`config.mk`:
```
export PLATFORM = sky130hd
export DESIGN_NAME = frogger_top
export DESIGN_NICKNAME = d
export VERILOG_FILES = /design/src/hw/frogger_pkg.sv /design/src/hw/lane_tick_timer.sv /design/src/hw/traffic_lanes.sv /design/src/hw/frog_position.sv /design/src/hw/cell_painter.sv /design/src/hw/draw_sequencer.sv /design/src/hw/frogger_top.sv
export SDC_FILE = /design/constraint.sdc
export NUM_CORES = 1
export LEC_CHECK = 0
export ABC_AREA = 0
export BUFFER_PORTS_ARGS = -buffer_cell sky130_fd_sc_hd__buf_2
export CAP_MARGIN = 20
export CORE_MARGIN = 4
export CORE_UTILIZATION = 35
export DETAILED_ROUTE_END_ITERATION = 8
export GPL_TIMING_DRIVEN = 0
export PLACE_DENSITY = 0.51
export SLEW_MARGIN = 30
export SYNTH_ARGS = -nofsm -noshare
export SYNTH_HDL_FRONTEND = slang
export SYNTH_SLANG_ARGS = --single-unit
```
`constraint.sdc`:
```
create_clock -name fastclock -period 5.05 [get_ports fastclock]
set_input_delay 0.7575 -clock fastclock [delete_from_list [all_inputs] [get_ports fastclock]]
set_output_delay 0.7575 -clock fastclock [all_outputs]
set_load 0.005 [all_outputs]
```
`src/hw/frogger_pkg.sv`:
```
// frogger package with grid, pixel, colour, lane seed and step timing constants and types
package frogger_pkg;

    typedef logic [3:0]  col_t;
    typedef logic [2:0]  row_t;
    typedef logic [1:0]  lane_t;
    typedef logic [7:0]  px_x_t;
    typedef logic [6:0]  px_y_t;
    typedef logic [2:0]  colour_t;
    typedef logic [1:0]  speed_t;
    typedef logic [15:0] lane_bits_t;

    // playing field
    localparam int GRID_COLS = 16;
    localparam int GRID_ROWS = 7;
    localparam int LANE_COUNT = 4;
    // lane k sits on row k + 1
    localparam int FIRST_LANE_ROW = 1;

    // cell origin is col * 10, row * 15
    localparam int CELL_PITCH_X = 10;
    localparam int CELL_PITCH_Y = 15;
    localparam int BLOCK_SIDE = 8;
    localparam int BLOCK_PIXELS = BLOCK_SIDE * BLOCK_SIDE;
    localparam int SIDE_BITS = $clog2(BLOCK_SIDE);

    localparam col_t FROG_START_COL = 4'd8;
    localparam row_t FROG_START_ROW = 3'd6;
    localparam row_t WIN_ROW = 3'd0;

    localparam colour_t COLOUR_FROG = 3'd7;
    localparam colour_t COLOUR_CAR = 3'd6;
    // road colour doubles as the erase colour
    localparam colour_t COLOUR_ROAD = 3'd0;

    // reset patterns, column c reads bit 15 - c
    localparam lane_bits_t LANE_SEED [LANE_COUNT] = '{
        16'b1000_1101_1000_0000,
        16'b1100_0011_0001_0011,
        16'b0011_0111_0001_1001,
        16'b0110_0011_1001_1100
    };

    // base step period in fastclock cycles
    localparam int unsigned DEFAULT_STEP_TICKS = 25_000_000;
    // wide enough for the slowest speed at the default period
    localparam int STEP_CNT_W = $clog2(4 * DEFAULT_STEP_TICKS);

endpackage

```
`src/hw/lane_tick_timer.sv`:
```
// lane_tick_timer: traffic step pulse generator with selectable period
`timescale 1ns/1ps

module lane_tick_timer #(
    parameter int unsigned STEP_TICKS = frogger_pkg::DEFAULT_STEP_TICKS
) (
    input  logic                fastclock,
    input  logic                resetn,
    input  frogger_pkg::speed_t speed_sel,
    output logic                step
);
    import frogger_pkg::*;

    logic [STEP_CNT_W-1:0] count;
    logic [STEP_CNT_W-1:0] reload;

    // 01 one base period, 10 two, 11 four
    always_comb begin
        case (speed_sel)
            2'b10:   reload = STEP_CNT_W'(2 * STEP_TICKS - 1);
            2'b11:   reload = STEP_CNT_W'(4 * STEP_TICKS - 1);
            default: reload = STEP_CNT_W'(STEP_TICKS - 1);
        endcase
    end

    always_ff @(posedge fastclock or negedge resetn) begin
        if (!resetn) begin
            count <= '0;
            step <= 1'b0;
        end else if (speed_sel == 2'b00) begin
            // traffic stopped, counter frozen
            step <= 1'b0;
        end else if (count == '0) begin
            count <= reload;
            step <= 1'b1;
        end else begin
            count <= count - 1'b1;
            step <= 1'b0;
        end
    end

endmodule

```
`src/hw/traffic_lanes.sv`:
```
// traffic_lanes: rotating lane patterns, sweep cell index, cell colour and frog collision
`timescale 1ns/1ps

module traffic_lanes (
    input  logic                 fastclock,
    input  logic                 resetn,
    input  logic                 step,
    input  logic                 sweep_next,
    input  frogger_pkg::col_t    frog_col,
    input  frogger_pkg::row_t    frog_row,
    output frogger_pkg::col_t    sweep_col,
    output frogger_pkg::row_t    sweep_row,
    output frogger_pkg::colour_t sweep_colour,
    output logic                 hit
);
    import frogger_pkg::*;

    lane_bits_t lane_q [LANE_COUNT];
    lane_t      sweep_lane;
    lane_t      frog_lane;
    logic       frog_in_lane;
    col_t       sweep_bit;
    col_t       frog_bit;

    always_ff @(posedge fastclock or negedge resetn) begin
        if (!resetn) begin
            for (int k = 0; k < LANE_COUNT; k++) begin
                lane_q[k] <= LANE_SEED[k];
            end
        end else if (step) begin
            for (int k = 0; k < LANE_COUNT; k++) begin
                lane_q[k] <= {lane_q[k][14:0], lane_q[k][15]};
            end
        end
    end

    // sweep walks columns first, then lanes
    always_ff @(posedge fastclock or negedge resetn) begin
        if (!resetn) begin
            sweep_col <= '0;
            sweep_lane <= '0;
        end else if (sweep_next) begin
            sweep_col <= sweep_col + 1'b1;
            if (sweep_col == col_t'(GRID_COLS - 1)) begin
                sweep_lane <= sweep_lane + 1'b1;
            end
        end
    end

    assign sweep_row = row_t'(sweep_lane) + row_t'(FIRST_LANE_ROW);

    // leftmost column reads the msb
    assign sweep_bit = col_t'(GRID_COLS - 1) - sweep_col;
    assign frog_bit = col_t'(GRID_COLS - 1) - frog_col;

    always_comb begin
        if (frog_col == sweep_col && frog_row == sweep_row) begin
            sweep_colour = COLOUR_FROG;
        end else if (lane_q[sweep_lane][sweep_bit]) begin
            sweep_colour = COLOUR_CAR;
        end else begin
            sweep_colour = COLOUR_ROAD;
        end
    end

    assign frog_in_lane = (frog_row >= row_t'(FIRST_LANE_ROW)) &&
                          (frog_row < row_t'(FIRST_LANE_ROW + LANE_COUNT));
    assign frog_lane = lane_t'(frog_row - row_t'(FIRST_LANE_ROW));
    assign hit = frog_in_lane && lane_q[frog_lane][frog_bit];

endmodule

```
`src/hw/frog_position.sv`:
```
// frog_position: frog grid position with edge clamping, respawn request and win level
`timescale 1ns/1ps

module frog_position (
    input  logic              fastclock,
    input  logic              resetn,
    input  logic              up,
    input  logic              down,
    input  logic              left,
    input  logic              right,
    input  logic              apply_move,
    input  logic              hit,
    output frogger_pkg::col_t frog_col,
    output frogger_pkg::row_t frog_row,
    output logic              respawn_req,
    output logic              win
);
    import frogger_pkg::*;

    col_t next_col;
    row_t next_row;

    // opposite buttons cancel, moves off the grid are dropped
    always_comb begin
        next_col = frog_col;
        next_row = frog_row;
        if (up && !down && frog_row != '0) begin
            next_row = frog_row - 1'b1;
        end
        if (down && !up && frog_row != row_t'(GRID_ROWS - 1)) begin
            next_row = frog_row + 1'b1;
        end
        if (left && !right && frog_col != '0) begin
            next_col = frog_col - 1'b1;
        end
        if (right && !left && frog_col != col_t'(GRID_COLS - 1)) begin
            next_col = frog_col + 1'b1;
        end
    end

    always_ff @(posedge fastclock or negedge resetn) begin
        if (!resetn) begin
            frog_col <= FROG_START_COL;
            frog_row <= FROG_START_ROW;
            respawn_req <= 1'b0;
        end else if (hit) begin
            // run over, back to the start cell
            frog_col <= FROG_START_COL;
            frog_row <= FROG_START_ROW;
            respawn_req <= 1'b1;
        end else if (apply_move) begin
            frog_col <= next_col;
            frog_row <= next_row;
            respawn_req <= 1'b0;
        end
    end

    assign win = (frog_row == WIN_ROW);

endmodule

```
`src/hw/cell_painter.sv`:
```
// cell_painter: cell origin and colour latch with 8 by 8 pixel block stepper
`timescale 1ns/1ps

module cell_painter (
    input  logic                 fastclock,
    input  logic                 resetn,
    input  logic                 load_frog,
    input  logic                 load_sweep,
    input  logic                 erase,
    input  frogger_pkg::col_t    frog_col,
    input  frogger_pkg::col_t    sweep_col,
    input  frogger_pkg::row_t    frog_row,
    input  frogger_pkg::row_t    sweep_row,
    input  frogger_pkg::colour_t sweep_colour,
    output frogger_pkg::px_x_t   plot_x,
    output frogger_pkg::px_y_t   plot_y,
    output frogger_pkg::colour_t plot_colour,
    output logic                 block_done
);
    import frogger_pkg::*;

    px_x_t origin_x;
    px_y_t origin_y;
    logic [2*SIDE_BITS-1:0] pixel_cnt;

    always_ff @(posedge fastclock or negedge resetn) begin
        if (!resetn) begin
            origin_x <= '0;
            origin_y <= '0;
            plot_colour <= COLOUR_ROAD;
        end else if (load_frog) begin
            origin_x <= px_x_t'(frog_col) * px_x_t'(CELL_PITCH_X);
            origin_y <= px_y_t'(frog_row) * px_y_t'(CELL_PITCH_Y);
            plot_colour <= erase ? COLOUR_ROAD : COLOUR_FROG;
        end else if (load_sweep) begin
            origin_x <= px_x_t'(sweep_col) * px_x_t'(CELL_PITCH_X);
            origin_y <= px_y_t'(sweep_row) * px_y_t'(CELL_PITCH_Y);
            plot_colour <= sweep_colour;
        end
    end

    always_ff @(posedge fastclock or negedge resetn) begin
        if (!resetn) begin
            pixel_cnt <= '0;
        end else if (load_frog || load_sweep) begin
            pixel_cnt <= '0;
        end else begin
            pixel_cnt <= pixel_cnt + 1'b1;
        end
    end

    // low half steps x, high half steps y
    assign plot_x = origin_x + px_x_t'(pixel_cnt[SIDE_BITS-1:0]);
    assign plot_y = origin_y + px_y_t'(pixel_cnt[2*SIDE_BITS-1:SIDE_BITS]);
    assign block_done = (pixel_cnt == (2*SIDE_BITS)'(BLOCK_PIXELS - 1));

endmodule

```
`src/hw/draw_sequencer.sv`:
```
// draw_sequencer: FSM interleaving frog erase, move and redraw with the traffic sweep
`timescale 1ns/1ps

module draw_sequencer (
    input  logic fastclock,
    input  logic resetn,
    input  logic up,
    input  logic down,
    input  logic left,
    input  logic right,
    input  logic respawn_req,
    input  logic block_done,
    output logic load_frog,
    output logic load_sweep,
    output logic erase,
    output logic apply_move,
    output logic sweep_next,
    output logic plot
);

    typedef enum logic [3:0] {
        S_IDLE,
        S_ERASE_LOAD,
        S_ERASE_PAINT,
        S_UPDATE,
        S_DRAW_LOAD,
        S_DRAW_PAINT,
        S_RELEASE_WAIT,
        S_SWEEP_LOAD,
        S_SWEEP_PAINT
    } state_t;

    state_t state;
    state_t state_nxt;
    logic   any_button;

    assign any_button = up || down || left || right;

    always_comb begin
        state_nxt = state;
        case (state)
            // cell boundary, frog work wins over the sweep
            S_IDLE: begin
                if (any_button || respawn_req) begin
                    state_nxt = S_ERASE_LOAD;
                end else begin
                    state_nxt = S_SWEEP_LOAD;
                end
            end
            S_ERASE_LOAD: state_nxt = S_ERASE_PAINT;
            S_ERASE_PAINT: begin
                if (block_done) begin
                    state_nxt = S_UPDATE;
                end
            end
            S_UPDATE: state_nxt = S_DRAW_LOAD;
            S_DRAW_LOAD: state_nxt = S_DRAW_PAINT;
            S_DRAW_PAINT: begin
                if (block_done) begin
                    state_nxt = S_RELEASE_WAIT;
                end
            end
            // one move per press
            S_RELEASE_WAIT: begin
                if (!any_button) begin
                    state_nxt = S_IDLE;
                end
            end
            S_SWEEP_LOAD: state_nxt = S_SWEEP_PAINT;
            S_SWEEP_PAINT: begin
                if (block_done) begin
                    state_nxt = S_IDLE;
                end
            end
            default: state_nxt = S_IDLE;
        endcase
    end

    always_ff @(posedge fastclock or negedge resetn) begin
        if (!resetn) begin
            state <= S_IDLE;
        end else begin
            state <= state_nxt;
        end
    end

    assign load_frog = (state == S_ERASE_LOAD) || (state == S_DRAW_LOAD);
    assign erase = (state == S_ERASE_LOAD);
    assign load_sweep = (state == S_SWEEP_LOAD);
    assign apply_move = (state == S_UPDATE);
    // painter has the colour latched, so the index can move on the last pixel
    assign sweep_next = (state == S_SWEEP_PAINT) && block_done;
    assign plot = (state == S_ERASE_PAINT) || (state == S_DRAW_PAINT) ||
                  (state == S_SWEEP_PAINT);

endmodule

```
`src/hw/frogger_top.sv`:
```
// frogger_top: frog crossing game top level driving the 160x120 plot port
`timescale 1ns/1ps

module frogger_top #(
    parameter int unsigned STEP_TICKS = frogger_pkg::DEFAULT_STEP_TICKS
) (
    input  logic                 fastclock,
    input  logic                 resetn,
    input  logic                 up,
    input  logic                 down,
    input  logic                 left,
    input  logic                 right,
    input  frogger_pkg::speed_t  speed_sel,
    output frogger_pkg::px_x_t   plot_x,
    output frogger_pkg::px_y_t   plot_y,
    output frogger_pkg::colour_t plot_colour,
    output logic                 plot,
    output logic                 win
);
    import frogger_pkg::*;

    logic    step;
    logic    hit;
    logic    respawn_req;
    logic    block_done;
    logic    load_frog;
    logic    load_sweep;
    logic    erase;
    logic    apply_move;
    logic    sweep_next;
    col_t    frog_col;
    row_t    frog_row;
    col_t    sweep_col;
    row_t    sweep_row;
    colour_t sweep_colour;

    lane_tick_timer #(
        .STEP_TICKS(STEP_TICKS)
    ) lane_tick_timer_i (
        .fastclock(fastclock),
        .resetn(resetn),
        .speed_sel(speed_sel),
        .step(step)
    );

    traffic_lanes traffic_lanes_i (
        .fastclock(fastclock),
        .resetn(resetn),
        .step(step),
        .sweep_next(sweep_next),
        .frog_col(frog_col),
        .frog_row(frog_row),
        .sweep_col(sweep_col),
        .sweep_row(sweep_row),
        .sweep_colour(sweep_colour),
        .hit(hit)
    );

    frog_position frog_position_i (
        .fastclock(fastclock),
        .resetn(resetn),
        .up(up),
        .down(down),
        .left(left),
        .right(right),
        .apply_move(apply_move),
        .hit(hit),
        .frog_col(frog_col),
        .frog_row(frog_row),
        .respawn_req(respawn_req),
        .win(win)
    );

    cell_painter cell_painter_i (
        .fastclock(fastclock),
        .resetn(resetn),
        .load_frog(load_frog),
        .load_sweep(load_sweep),
        .erase(erase),
        .frog_col(frog_col),
        .sweep_col(sweep_col),
        .frog_row(frog_row),
        .sweep_row(sweep_row),
        .sweep_colour(sweep_colour),
        .plot_x(plot_x),
        .plot_y(plot_y),
        .plot_colour(plot_colour),
        .block_done(block_done)
    );

    draw_sequencer draw_sequencer_i (
        .fastclock(fastclock),
        .resetn(resetn),
        .up(up),
        .down(down),
        .left(left),
        .right(right),
        .respawn_req(respawn_req),
        .block_done(block_done),
        .load_frog(load_frog),
        .load_sweep(load_sweep),
        .erase(erase),
        .apply_move(apply_move),
        .sweep_next(sweep_next),
        .plot(plot)
    );

endmodule

```
---- Word-level counts from Yosys, hierarchy flattened ----
Cells that the tools add are included.
word-level totals
  flip-flop bits (word level) ............. 134
  latch bits .............................. 0
  RAM bits ................................ 0
  bits in read-only memories .............. 0
  bits of input ports ..................... 8
  output and inout port bits .............. 20
  word-level logic and storage cells ...... 139
  memories ................................ 0
operators by class
  add/sub/neg operators ................... 13
  multipliers ............................. 4
  divide/modulo/power cells ............... 0
  magnitude comparators ................... 6
  eq/ne operators ......................... 20
  shifts and indexed selects .............. 0
  multiplexer cells ....................... 40
  bitwise operators ....................... 2
  reductions and logical operators ........ 38
operators by type and width
  kind                   count
  $bmux 16 s2            2
  $mux 16                4
  $pmux 27 s2            1
  $pmux 4 s9             1
  $mux 4                 8
  $mux 3                 10
  $logic_not 27->1       1
  $mux 27                1
  $sub 27x1->27 const B  1
  $eq 4x3->1 const B     4
  $mux 8                 2
  $mul 3x4->7 const B    2
  $mul 4x3->7 const B    2
  $mux 7                 2
  $logic_and 1x1->1      12
  $lt 4x5->1 const B     2
  $reduce_bool 3->1      3
  $add 4x1->4 const B    2
  $add 8x3->8            1
  $bmux 1 s4             2
  $eq 4x2->1 const B     2
  $eq 4x4->1 const B     2
  $logic_or 1x1->1       8
  $sub 4x4->4 const A    2
  other kinds (30)       46

---- Depth between registers and ports, before layout ----
Gate-level depths: netlist (run 1).
  depth in word-level cells ............... 10
  gate-level depth with buffers ........... 12
  mapped depth without buffers ............ 10

---- Modules after synthesis ----
From an unflattened synthesis (run 1), not the netlist that was laid out.
unflattened totals
  cells, all modules ...................... 770
  area, all modules ....................... 8562.0 um^2
modules (own cells, without submodules)
  module           instances  cells each  area each (um^2)  sequential area each (um^2)
  traffic_lanes    1          242         3870.0            1786.7
  cell_painter     1          203         1921.8            575.6
  lane_tick_timer  1          220         1821.7            700.7
  frog_position    1          65          598.1             203.9
  draw_sequencer   1          40          350.3             100.1

---- Worst setup path after synthesis (run 1) ----
No wires, ideal clock.
  path type ............................... flip-flop to flip-flop
  start ................................... register frog_position_i.frog_row[0]
  end ..................................... register frog_position_i.respawn_req
  setup time .............................. 0.134 ns
  arrival time ............................ 2.878 ns
  required time ........................... 4.916 ns
  path slack .............................. 2.038 ns
  stages on the path, launching flop included .. 12
  path buffers ............................ 3
  period minus slack after synthesis ...... 3.012 ns
  path through ............................ dfrtp_1 buf_2 buf_2 inv_1 ha_1 clkbuf_1 mux4_2 mux2i_1 mux2_2 a2bb2oi_1 and2_1 o21ai_0
between the ends
  longest elaborated chain between the ends .. 9
  elaborated cells on any way between the ends .. 13
  classes of those cells .................. add/sub (1); order compare (2); mux (6); bitwise (1); reduce/logical (3)
RTL lines
  element                                      RTL line             source
  start: declaration                           frog_position.sv:14  output frogger_pkg::row_t frog_row,
  start signal: assignment                     frog_position.sv:53  frog_row <= next_row;
  $sub 3x1->3                                  -
  $not 2->3 (implied by the code)              traffic_lanes.sv:69  assign hit = frog_in_lane && lane_q[frog_lane][frog_bit];
  $bmux 16 s2                                  traffic_lanes.sv:69
  $mux 16 (implied by the code) (2 in a row)   traffic_lanes.sv:69
  $bmux 1 s4                                   traffic_lanes.sv:69
  $mux 1 (implied by the code)                 traffic_lanes.sv:69
  $logic_and 1x1->1 (*)                        traffic_lanes.sv:69
  $mux 1 or $reduce_bool 2->1 (tied branches)  -
  end signal: assignment                       frog_position.sv:45  respawn_req <= 1'b0;
  end signal: assignment                       frog_position.sv:50  respawn_req <= 1'b1;
  end signal: assignment                       frog_position.sv:54  respawn_req <= 1'b0;
  end: declaration                             frog_position.sv:15  output logic respawn_req,
Every way passes the cells marked *; elsewhere a longest branch is shown, timed or not. The select of a mux whose other input is x is not followed.
A chain may end at the register's enable or synchronous reset.

---- Worst setup path in the final report (run 1) ----
Ends and elaborated chain as after synthesis.

==> impl_metrics.ini, run 1 <==
[worst_setup_path]
cp_top_family = buffers and inverters
cp_common_cell = buf_2
crit_arrival_ps = 4240
crit_path_end_kind = register
crit_slowest_cell = dfrtp_1
rrSetupSlack_ps = 1100
crit_type = register to register
critPathMaxFanout = 10
timing.critical_path.cells = buf_2 > buf_2 > inv_1 > ha_1 > clkbuf_1 > mux4_2 > mux2i_1 > mux2_2 > a2bb2oi_1 > and2_1 > o21ai_0
required_ps = 5340
critPathMaxStageDelay_ps = 550
cp_num_buf_inv = 4
cp-start-kind = register

[detailed_routing]
dr.pass1.iters = 5
postRouteAntennaNets = 0
drcViolationCount = 0
initialDrtViolationCount = 338
wl_met2_um = 9510
viasPerCell = 5.29
wl_per_cell_um = 17.8
route.top_layer_used = met4
met1_length_um = 9970
drt-total-wl_um = 20500
vias = 6093
met3_length_um = 781

[yosys]
syn_area_sq_um = 8290
avgSynthCellArea_sq_um = 10.7
synthTopCellsByArea = dfrtp_1 30%, dfstp_2 9.8%, mux2_2 9.4%, mux4_2 8.4%, ha_1 5.4%
synth-seq-area-share = 0.403
yosys_warnings = 0
ys_ff_latch = 132
synth_area_leader_cell = dfrtp_1
async_reset_ff_frac = 1.00
synth_top_area_frac = 0.305
syn-num-nets = 826
synthFlopType = dfrtp_1
synth_cells = 773
synth-edff-count = 0
synth.distinct_cells = 70

[cells_and_area]
n_antenna_cell = 0
area_delta_synth_final_pct = 14.0
drive_gt1_frac = 0.257
finalNetCount = 872
fin_util = 0.404

[die]
die_area_sq_um = 26200
ios = 28
die_h_um = 162
initial_core_util = 0.354
die_w_um = 162
row_count = 56
core_sq_um = 23400

[power_and_ir_drop]
cellLeakagePower_uw = 0.00398
switchingPower_uw = 1590
p_int_uw = 2660
pwr-share-clk = 0.296
ir_worst_vdd_v = 0.000199
swShare = 0.374
comb_power_share = 0.366
cellPowerDensity_nw_per_um2 = 450
sequentialPowerShare = 0.338

[sta]
rsz0062_at_grt = no
worst_slew_pin_slew_ps = 841
layout_min_cycle_time_ps = 3950
setup_viol = 0
fin_tns_setup_ps = 0
final.period_utilization = 0.782
final-max-slew-violation-count = 0
final-hold-violation-count = 0
slew_headroom = 0.435
fmax_ghz = 0.253
finClkSkew_ps = 9.40

[grt]
grt_start_max_net_pins = 84
grt_pass1_wl_um = 34000
grt_overflow_total = 0
grt_usage = 0.162
grt_pass1_vias = 6146
antenna_found_initial = 0

[flow_run]
drv_cap = 0

[cts]
cts_max_level = 4
cts_tree = built
insertion_delay_ps = 420
cts_buffer_depth = 2
cts_hold_buf = 0
clkSinkCount = 132
post_cts_buffers = 0
root_buffer = clkbuf_16
cts_buffers = 17
clk_pin_slew_ps = 60
post_cts_resize_count = 0

[place]
hpwl_um = 15000
port_buffers = 26
place.gp.congestion = 0.814

[outcome]
outcome = completed

[hold_path]
hold_class = input port to async pin
[flip-flops by register name, indices dropped and copies added, names as in the netlist]
| register | count |
|---|---|
| cell_painter_i.origin_y | 7 |
| traffic_lanes_i.sweep_col | 4 |
| cell_painter_i.origin_x | 7 |
| traffic_lanes_i.sweep_lane | 2 |
| lane_tick_timer_i.count | 27 |
| cell_painter_i.plot_colour | 2 |
| frog_position_i.respawn_req | 1 |
| lane_tick_timer_i.step | 1 |
| frog_position_i.frog_row | 3 |
| cell_painter_i.pixel_cnt | 6 |
| draw_sequencer_i.state | 4 |
| traffic_lanes_i.lane_q | 64 |
| frog_position_i.frog_col | 4 |
[synth_stat cells (4+ instances only)]
| cell | count |
|---|---|
| nor2b_1 | 8 |
| a21oi_1 | 30 |
| buf_1 | 4 |
| nand4_1 | 10 |
| nand3b_1 | 5 |
| a21o_1 | 6 |
| o21ai_0 | 31 |
| o21a_1 | 6 |
| xnor2_1 | 31 |
| clkbuf_1 | 34 |
| nand3_1 | 32 |
| a211oi_1 | 6 |
| or4_4 | 4 |
| nor4_1 | 9 |
| and3_1 | 5 |
| inv_1 | 30 |
| mux4_2 | 31 |
| mux2i_1 | 11 |
| buf_2 | 6 |
| nand2_1 | 44 |
| dfstp_2 | 31 |
| o22ai_1 | 5 |
| fa_1 | 9 |
| a31oi_1 | 8 |
| dfrtp_1 | 101 |
| ha_1 | 36 |
| nor3b_1 | 6 |
| nor3_1 | 24 |
| nor2_1 | 68 |
| o221ai_1 | 4 |
| nand2b_1 | 5 |
| xor2_1 | 14 |
| mux2_2 | 69 |
[worst paths after layout]
kind                                                         start                                       to  cells after the start
max                        frog_position_i.frog_row[0]$_DFFE_PN0P_  frog_position_i.respawn_req$_DFFE_PN0P_                     11
min                                                         resetn  lane_tick_timer_i.count[23]$_DFFE_PN0P_                      1
max reg2reg                frog_position_i.frog_row[0]$_DFFE_PN0P_  frog_position_i.respawn_req$_DFFE_PN0P_                     11
min reg2reg                  cell_painter_i.pixel_cnt[0]$_DFF_PN0_    cell_painter_i.pixel_cnt[0]$_DFF_PN0_                      1
max in group asynchronous                                   resetn   traffic_lanes_i.lane_q[59]$_DFFE_PN1P_                      2
min in group fastclock       cell_painter_i.pixel_cnt[0]$_DFF_PN0_    cell_painter_i.pixel_cnt[0]$_DFF_PN0_                      1
[layer usage]
| layer | global-route usage | vias to the layer above |
|---|---|---|
| li1 | - | 2907 |
| met1 | 0.231 | 3056 |
| met2 | 0.254 | 112 |
| met3 | 0.0312 | 18 |
| met4 | 0.0446 | 0 |
| met5 | 0 | - |
[metrics by stage]
step	total power (uW)	setup slack (ps)	hold slack, ps	cell area [sq um]	cells
6_report	4250	1100	240	9450	1151
5_1_grt	4560	647	266	9450	1151
4_1_cts	4310	1050	255	9450	1151
3_5_place_dp	3020	1060	488	8860	1119
3_3_place_gp	3020	1040	485	8820	1118
2_1_floorplan	2510	2040	450	8290	773
[placed cells by master, fill, tap and decap left out, drive strengths merged, types with 5 or more instances in the layout]
cell / Yosys / routed
mux2: 69 / 69
inv: 30 / 31
buf: 14 / 41
dfstp: 31 / 31
fa: 9 / 9
a31oi: 9 / 9
a21oi: 30 / 30
o21a: 6 / 6
nand2: 44 / 44
clkinv: 1 / 6
mux4: 31 / 31
o21ai: 35 / 35
nor3b: 6 / 6
and3: 5 / 5
nor4: 9 / 9
mux2i: 11 / 11
nor3: 25 / 25
nor2b: 8 / 8
xor2: 14 / 14
nand2b: 5 / 5
a21o: 6 / 6
o22ai: 5 / 5
a211oi: 6 / 6
nand3b: 5 / 5
nor2: 70 / 70
nand4: 10 / 10
nand3: 33 / 33
dfrtp: 101 / 101
or4: 5 / 5
xnor2: 31 / 31
ha: 36 / 36
clkbuf: 34 / 53
[cells by family (layout without fill, tap and decap cells)]
kind of cell	count (synthesis)	in the layout	synth area share
buffers and inverters	79	138	0.0389
muxes	111	111	0.191
xor gates and xnor gates	45	45	0.0475
AOI/OAI and AO/OA	123	123	0.0945
adders and majority gates	45	45	0.0761
DFF	132	132	0.403
and+or+nand+nor	238	238	0.149
[cell type report]
cell class / instances / area (sq um)
repair buffers: 27 / 168
inverters: 31 / 116
clock inverters: 13 / 161
flip-flops and latches: 132 / 3340
clock buffers: 19 / 433
plain buffers: 48 / 206
well taps: 319 / 399
multi-input cells: 562 / 4620
fillers: 2349 / 14000
[power groups by stage]
stage / Clock [uW] / Combinational, uW / Sequential [uW]
floorplan: 0 / 1110 / 1400
global placement: 0 / 1560 / 1460
detailed placement: 0 / 1560 / 1460
CTS: 1290 / 1580 / 1440
global route: 1340 / 1760 / 1470
finish: 1260 / 1560 / 1440
Power figures use the tool's default switching activity.
==> run 2, diff against run 1 <==
ABC_AREA = 1   (was 0)
clock period = 3.7 ns   (was 5.05 ns; I/O delays follow)
==> run 2 against run 1 <==
Effect of this change: clock-buffer cell count unchanged; clock power up 46%; final cell count up 29%; synthesized cell count increased by 43%; global-route usage up 3.5 points; critical endpoint unchanged; largest power group is now the clock network; highest routed layer unchanged.
==> impl_metrics.ini, run 2 <==
[outcome]
outcome = completed

[yosys]
synth_top_area_frac = 0.300
synth_area_leader_cell = dfrtp_1
ys_ff_latch = 132
syn_area_sq_um = 8430
synthTopCellsByArea = dfrtp_1 30%, nand2_1 11%, dfstp_2 9.7%, nand3_1 6.5%, ha_1 5.3%
synth.distinct_cells = 51
synthFlopType = dfrtp_1
synth_top_cells_by_count = 252 x nand2_1, 115 x inv_1, 110 x nand3_1, 101 x dfrtp_1, 93 x nor2_1
synth_cells = 1104
synthMostInstantiatedCell = nand2_1
syn-num-nets = 1157
synth-edff-count = 0
avgSynthCellArea_sq_um = 7.64
synth-seq-area-share = 0.396
yosys_warnings = 0
async_reset_ff_frac = 1.00

[die]
core_sq_um = 23600
die_w_um = 163
die_area_sq_um = 26600
row_count = 56
initial_core_util = 0.357
die_h_um = 163
ios = 28

[worst_setup_path]
rrSetupSlack_ps = 740
required_ps = 4040
critPathMaxFanout = 12
crit_type = register to register
crit_path_end_kind = register
cp-start-kind = register
crit_arrival_ps = 3310

[cts]
post_cts_buffers = 0
cts_tree = built
cts_max_level = 4
cts_hold_buf = 0
post_cts_resize_count = 0
insertion_delay_ps = 430
clkSinkCount = 132
root_buffer = clkbuf_16
cts_buffer_depth = 2
clk_pin_slew_ps = 60
cts_buffers = 17

[detailed_routing]
viasPerCell = 5.05
drt-total-wl_um = 25100
vias = 7491
dr.pass1.iters = 5
wl_per_cell_um = 16.9
drcViolationCount = 0
initialDrtViolationCount = 485
postRouteAntennaNets = 0

[sta]
final-max-slew-violation-count = 0
finClkSkew_ps = 15.8
fmax_ghz = 0.337
setup_viol = 0
worst_slew_pin_slew_ps = 789
rsz0062_at_grt = no
hold_slack_ps = 60.8
final.period_utilization = 0.801
layout_min_cycle_time_ps = 2960
fin_tns_setup_ps = 0
slew_headroom = 0.474
final-hold-violation-count = 0

[grt]
grt_start_max_net_pins = 71
antenna_found_initial = 0
grt_overflow_total = 0
grt_pass1_wl_um = 41300
grt_usage = 0.197
grt_pass1_vias = 7494

[flow_run]
drv_cap = 0

[power_and_ir_drop]
ir_worst_vdd_v = 0.000259
cellPowerDensity_nw_per_um2 = 384
cellLeakagePower_uw = 0.00442

[cells_and_area]
finalNetCount = 1204
n_antenna_cell = 0
largest_reg_flops = 64
layout_commonest_cell = nand2_1
drive_gt1_frac = 0.150
nFillCells = 2467
area_delta_synth_final_pct = 14.3
reg_top3 = traffic_lanes_i.lane_q: 64 flops, lane_tick_timer_i.count: 27 flops
regMostFlops = traffic_lanes_i.lane_q
postLayoutCellArea_sq_um = 9640
final_cell_mix = 252 x nand2_1, 115 x inv_1, 110 x nand3_1

[place]
post_dp_cell_area_sq_um = 9010
hpwl_um = 18400
port_buffers = 27
place.gp.congestion = 0.911

[hold_path]
hold_class = input port to async pin
run 2: power by group:
part	total (uW)	internal, uW	switching, uW
combinational	294	103	191
sequential	1560	1500	58.7
clock	1840	1160	684
total	3700	2770	934
run 2: worst max-delay path: stages (launching register included):
cell and delay [ps]:
dfrtp_1 500, buf_4 240, inv_4 90, buf_6 180, ha_1 280, buf_2 240, buf_2 300, o211ai_1 130
a21boi_0 330, nor2_1 70, nand2_1 80, nand2_1 80, nor2_4 170, nand2_2 110, o21ai_0 80
run 2: logic make-up (layout without fill, tap and decap cells):
family                     Yosys count  in the layout  share of synthesized area
DFF                                132            132                      0.396
AOI/OAI and AO/OA                  193            193                      0.128
buffers and inverters              177            236                     0.0860
muxes                                4              4                    0.00534
adders and majority gates           45             45                     0.0748
xor gates and xnor gates            40             40                     0.0415
and+or+nand+nor                    513            513                      0.268
run 2: routing by layer:
layer,routed length (um),global-route usage,part of all wire
met1,11800,0.276,0.47
met5,0,0,0
met3,1210,0.0371,0.048
met2,11500,0.312,0.46
met4,563,0.0606,0.022
run 2: stage by stage:
step	cells	total power, uW	worst slack, ps	utilization
5_1_grt	1482	3860	502	0.408
2_1_floorplan	1104	1790	1410	-
6_report	1482	3700	737	0.408
4_1_cts	1482	3750	727	0.408
3_5_place_dp	1451	1890	749	0.381
3_3_place_gp	1450	1880	63.8	0.380
run 2: cell type report:
type                            instances  area, sq um  area share
Buffer                                 46          231      0.0240
Clock buffer                           19          453      0.0470
Clock inverter                         12          179      0.0186
Sequential cell                       132         3340       0.347
Tap cell                              319          399      0.0414
Timing Repair Buffer                   28          173      0.0179
Multi-Input combinational cell        795         4370       0.453
Inverter                              131          494      0.0513
run 2: final timing paths:
path                                                           start                                        end  cells after the start
max in group asynchronous                                     resetn    frog_position_i.frog_row[1]$_DFFE_PN1P_                      2
min reg2reg                cell_painter_i.plot_colour[0]$_DFFE_PN0N_  cell_painter_i.plot_colour[0]$_DFFE_PN0N_                      2
max                          frog_position_i.frog_row[0]$_DFFE_PN0P_    frog_position_i.respawn_req$_DFFE_PN0P_                     14
min                                                           resetn      traffic_lanes_i.lane_q[0]$_DFFE_PN0P_                      1
max reg2reg                  frog_position_i.frog_row[0]$_DFFE_PN0P_    frog_position_i.respawn_req$_DFFE_PN0P_                     14
min in group fastclock                                  speed_sel[0]    lane_tick_timer_i.count[26]$_DFFE_PN0P_                      3
==> run 3, diff against run 2 <==
clock period = 2.9 ns   (was 3.7 ns; I/O delays follow)
==> run 3 against run 2 <==
Effect of this change: via count shrank 0.21%; setup slack lost 480 ps; clock-buffer cell count is the same; sequential power grew 28%; routed wire length grew 0.19%; sequential share of layout area shrank 0.21 points; total power grew 28%; clock power grew 28%.
==> impl_metrics.ini, run 3 (same netlist as run 2, synthesis figures left out) <==
[outcome]
outcome = completed

[sta]
rsz0062_at_grt = no
final.period_utilization = 0.912
slew_headroom = 0.477
fmax_ghz = 0.378
worst_slew_pin_slew_ps = 784
finClkSkew_ps = 15.5
fin_tns_setup_ps = 0
hold_slack_ps = 316
final-max-slew-violation-count = 0
setup_viol = 0
final-hold-violation-count = 0
layout_min_cycle_time_ps = 2640

[detailed_routing]
viasPerCell = 5.04
postRouteAntennaNets = 0
drt-total-wl_um = 25100
dr.pass1.iters = 7
wl_per_cell_um = 16.9
drcViolationCount = 0
vias = 7475
initialDrtViolationCount = 476

[worst_setup_path]
crit_arrival_ps = 2940
r2r-end = cell_painter_i.origin_y[4]$_DFFE_PN0N_
critPathLaunch = traffic_lanes_i.sweep_lane[0]$_DFFE_PN0P_
endpoint = cell_painter_i.origin_y[4]$_DFFE_PN0N_
r2r-start = traffic_lanes_i.sweep_lane[0]$_DFFE_PN0P_
required_ps = 3190
cp-start-kind = register
crit_type = register to register
rrSetupSlack_ps = 260
crit_path_end_kind = register
critPathMaxFanout = 12
reg2reg_depth = 13

[die]
die_area_sq_um = 26600
die_h_um = 163
core_sq_um = 23600
row_count = 56
ios = 28
die_w_um = 163
initial_core_util = 0.357

[cells_and_area]
reg_top3 = traffic_lanes_i.lane_q: 64 flops, lane_tick_timer_i.count: 27 flops
largest_reg_flops = 64
layout_commonest_cell = nand2_1
drive_gt1_frac = 0.153
final_cell_mix = 252 x nand2_1, 115 x inv_1, 110 x nand3_1
area_delta_synth_final_pct = 15.0
finalNetCount = 1206
regMostFlops = traffic_lanes_i.lane_q
n_antenna_cell = 0

[grt]
antenna_found_initial = 0
grt_pass1_wl_um = 41300
grt_pass1_vias = 7503
grt_overflow_total = 0
grt_usage = 0.198
grt_start_max_net_pins = 71

[power_and_ir_drop]
cellPowerDensity_nw_per_um2 = 488
cellLeakagePower_uw = 0.00445
swShare = 0.253
comb_power_share = 0.080
switchingPower_uw = 1200
sequentialPowerShare = 0.422
ir_worst_vdd_v = 0.000331
p_int_uw = 3530
pwr-share-clk = 0.499

[hold_path]
hold_depth = 3
hold_class = input port to register

[place]
port_buffers = 27
place.gp.congestion = 0.911
hpwl_um = 18400

[cts]
clkSinkCount = 132
insertion_delay_ps = 430
root_buffer = clkbuf_16
cts_max_level = 4
cts_tree = built
clk_pin_slew_ps = 70
cts_buffer_depth = 2
cts_buffers = 17

[flow_run]
drv_cap = 0
[run 3: cell type report]
type | instances | area, sq um
Fill cell | 2458 | 13900
Multi-Input combinational cell | 795 | 4380
Sequential cell | 132 | 3340
Inverter | 131 | 502
Clock buffer | 19 | 453
Tap cell | 319 | 399
Buffer | 46 | 256
Timing Repair Buffer | 30 | 190
Clock inverter | 12 | 179
[run 3: what timing repair did]
| item | in CTS | in global routing |
|---|---|---|
| endpoints found under the setup margin | 9 | 7 |
| pin swaps | 0 | 1 |
| buffers inserted | 0 | 1 |
| gates resized for setup | 4 | 14 |
| hold buffers | 1 | 0 |
| hold endpoints to repair | 42 | 0 |
[run 3: routing by layer]
layer	global-route usage	routed length (um)
met1	0.276	11900
met2	0.312	11500
met3	0.0368	1180
met4	0.0606	540
met5	0	0
[run 3: per-stage QoR]
step	power, uW	util	worst slack, ps	instances	cell area, sq um
after CTS	4790	0.409	44.2	1483	9650
after global placement	2400	0.380	-616	1450	8970
after floorplan	2290	-	605	1104	8430
final	4730	0.411	256	1484	9700
after global routing	4930	0.411	36.9	1484	9700
after detailed placement	2410	0.381	-50.7	1451	9010
[run 3: power groups by stage]
stage | logic, uW | clock network [uW] | registers (uW)
global placement | 370 | 0 | 2030
floorplan | 275 | 0 | 2010
CTS | 386 | 2410 | 1990
detailed placement | 383 | 0 | 2030
finish | 376 | 2360 | 1990
global route | 445 | 2480 | 2010
[run 3: worst min path at each step]
stage	end	slack [ps]	startpoint
4_1_cts	lane_tick_timer_i.count[26]$_DFFE_PN0P_	300	speed_sel[0]
3_5_place_dp	traffic_lanes_i.lane_q[15]$_DFFE_PN0P_	420	resetn
6_report	lane_tick_timer_i.count[26]$_DFFE_PN0P_	320	speed_sel[0]
2_1_floorplan	cell_painter_i.origin_x[1]$_DFFE_PN0N_	140	resetn
3_3_place_gp	cell_painter_i.plot_colour[0]$_DFFE_PN0N_	470	cell_painter_i.plot_colour[0]$_DFFE_PN0N_
5_1_grt	lane_tick_timer_i.count[25]$_DFFE_PN0P_	350	speed_sel[1]
[run 3: critical path, cell delays in order, from the launching register on]
cell	delay [ps]
dfrtp_1	380
buf_4	220
inv_4	90
buf_6	170
ha_1	240
inv_1	80
ha_1	130
inv_1	40
fa_1	420
xnor2_2	180
a21oi_1	180
o21ai_0	120
o311ai_0	140
o21ai_1	120
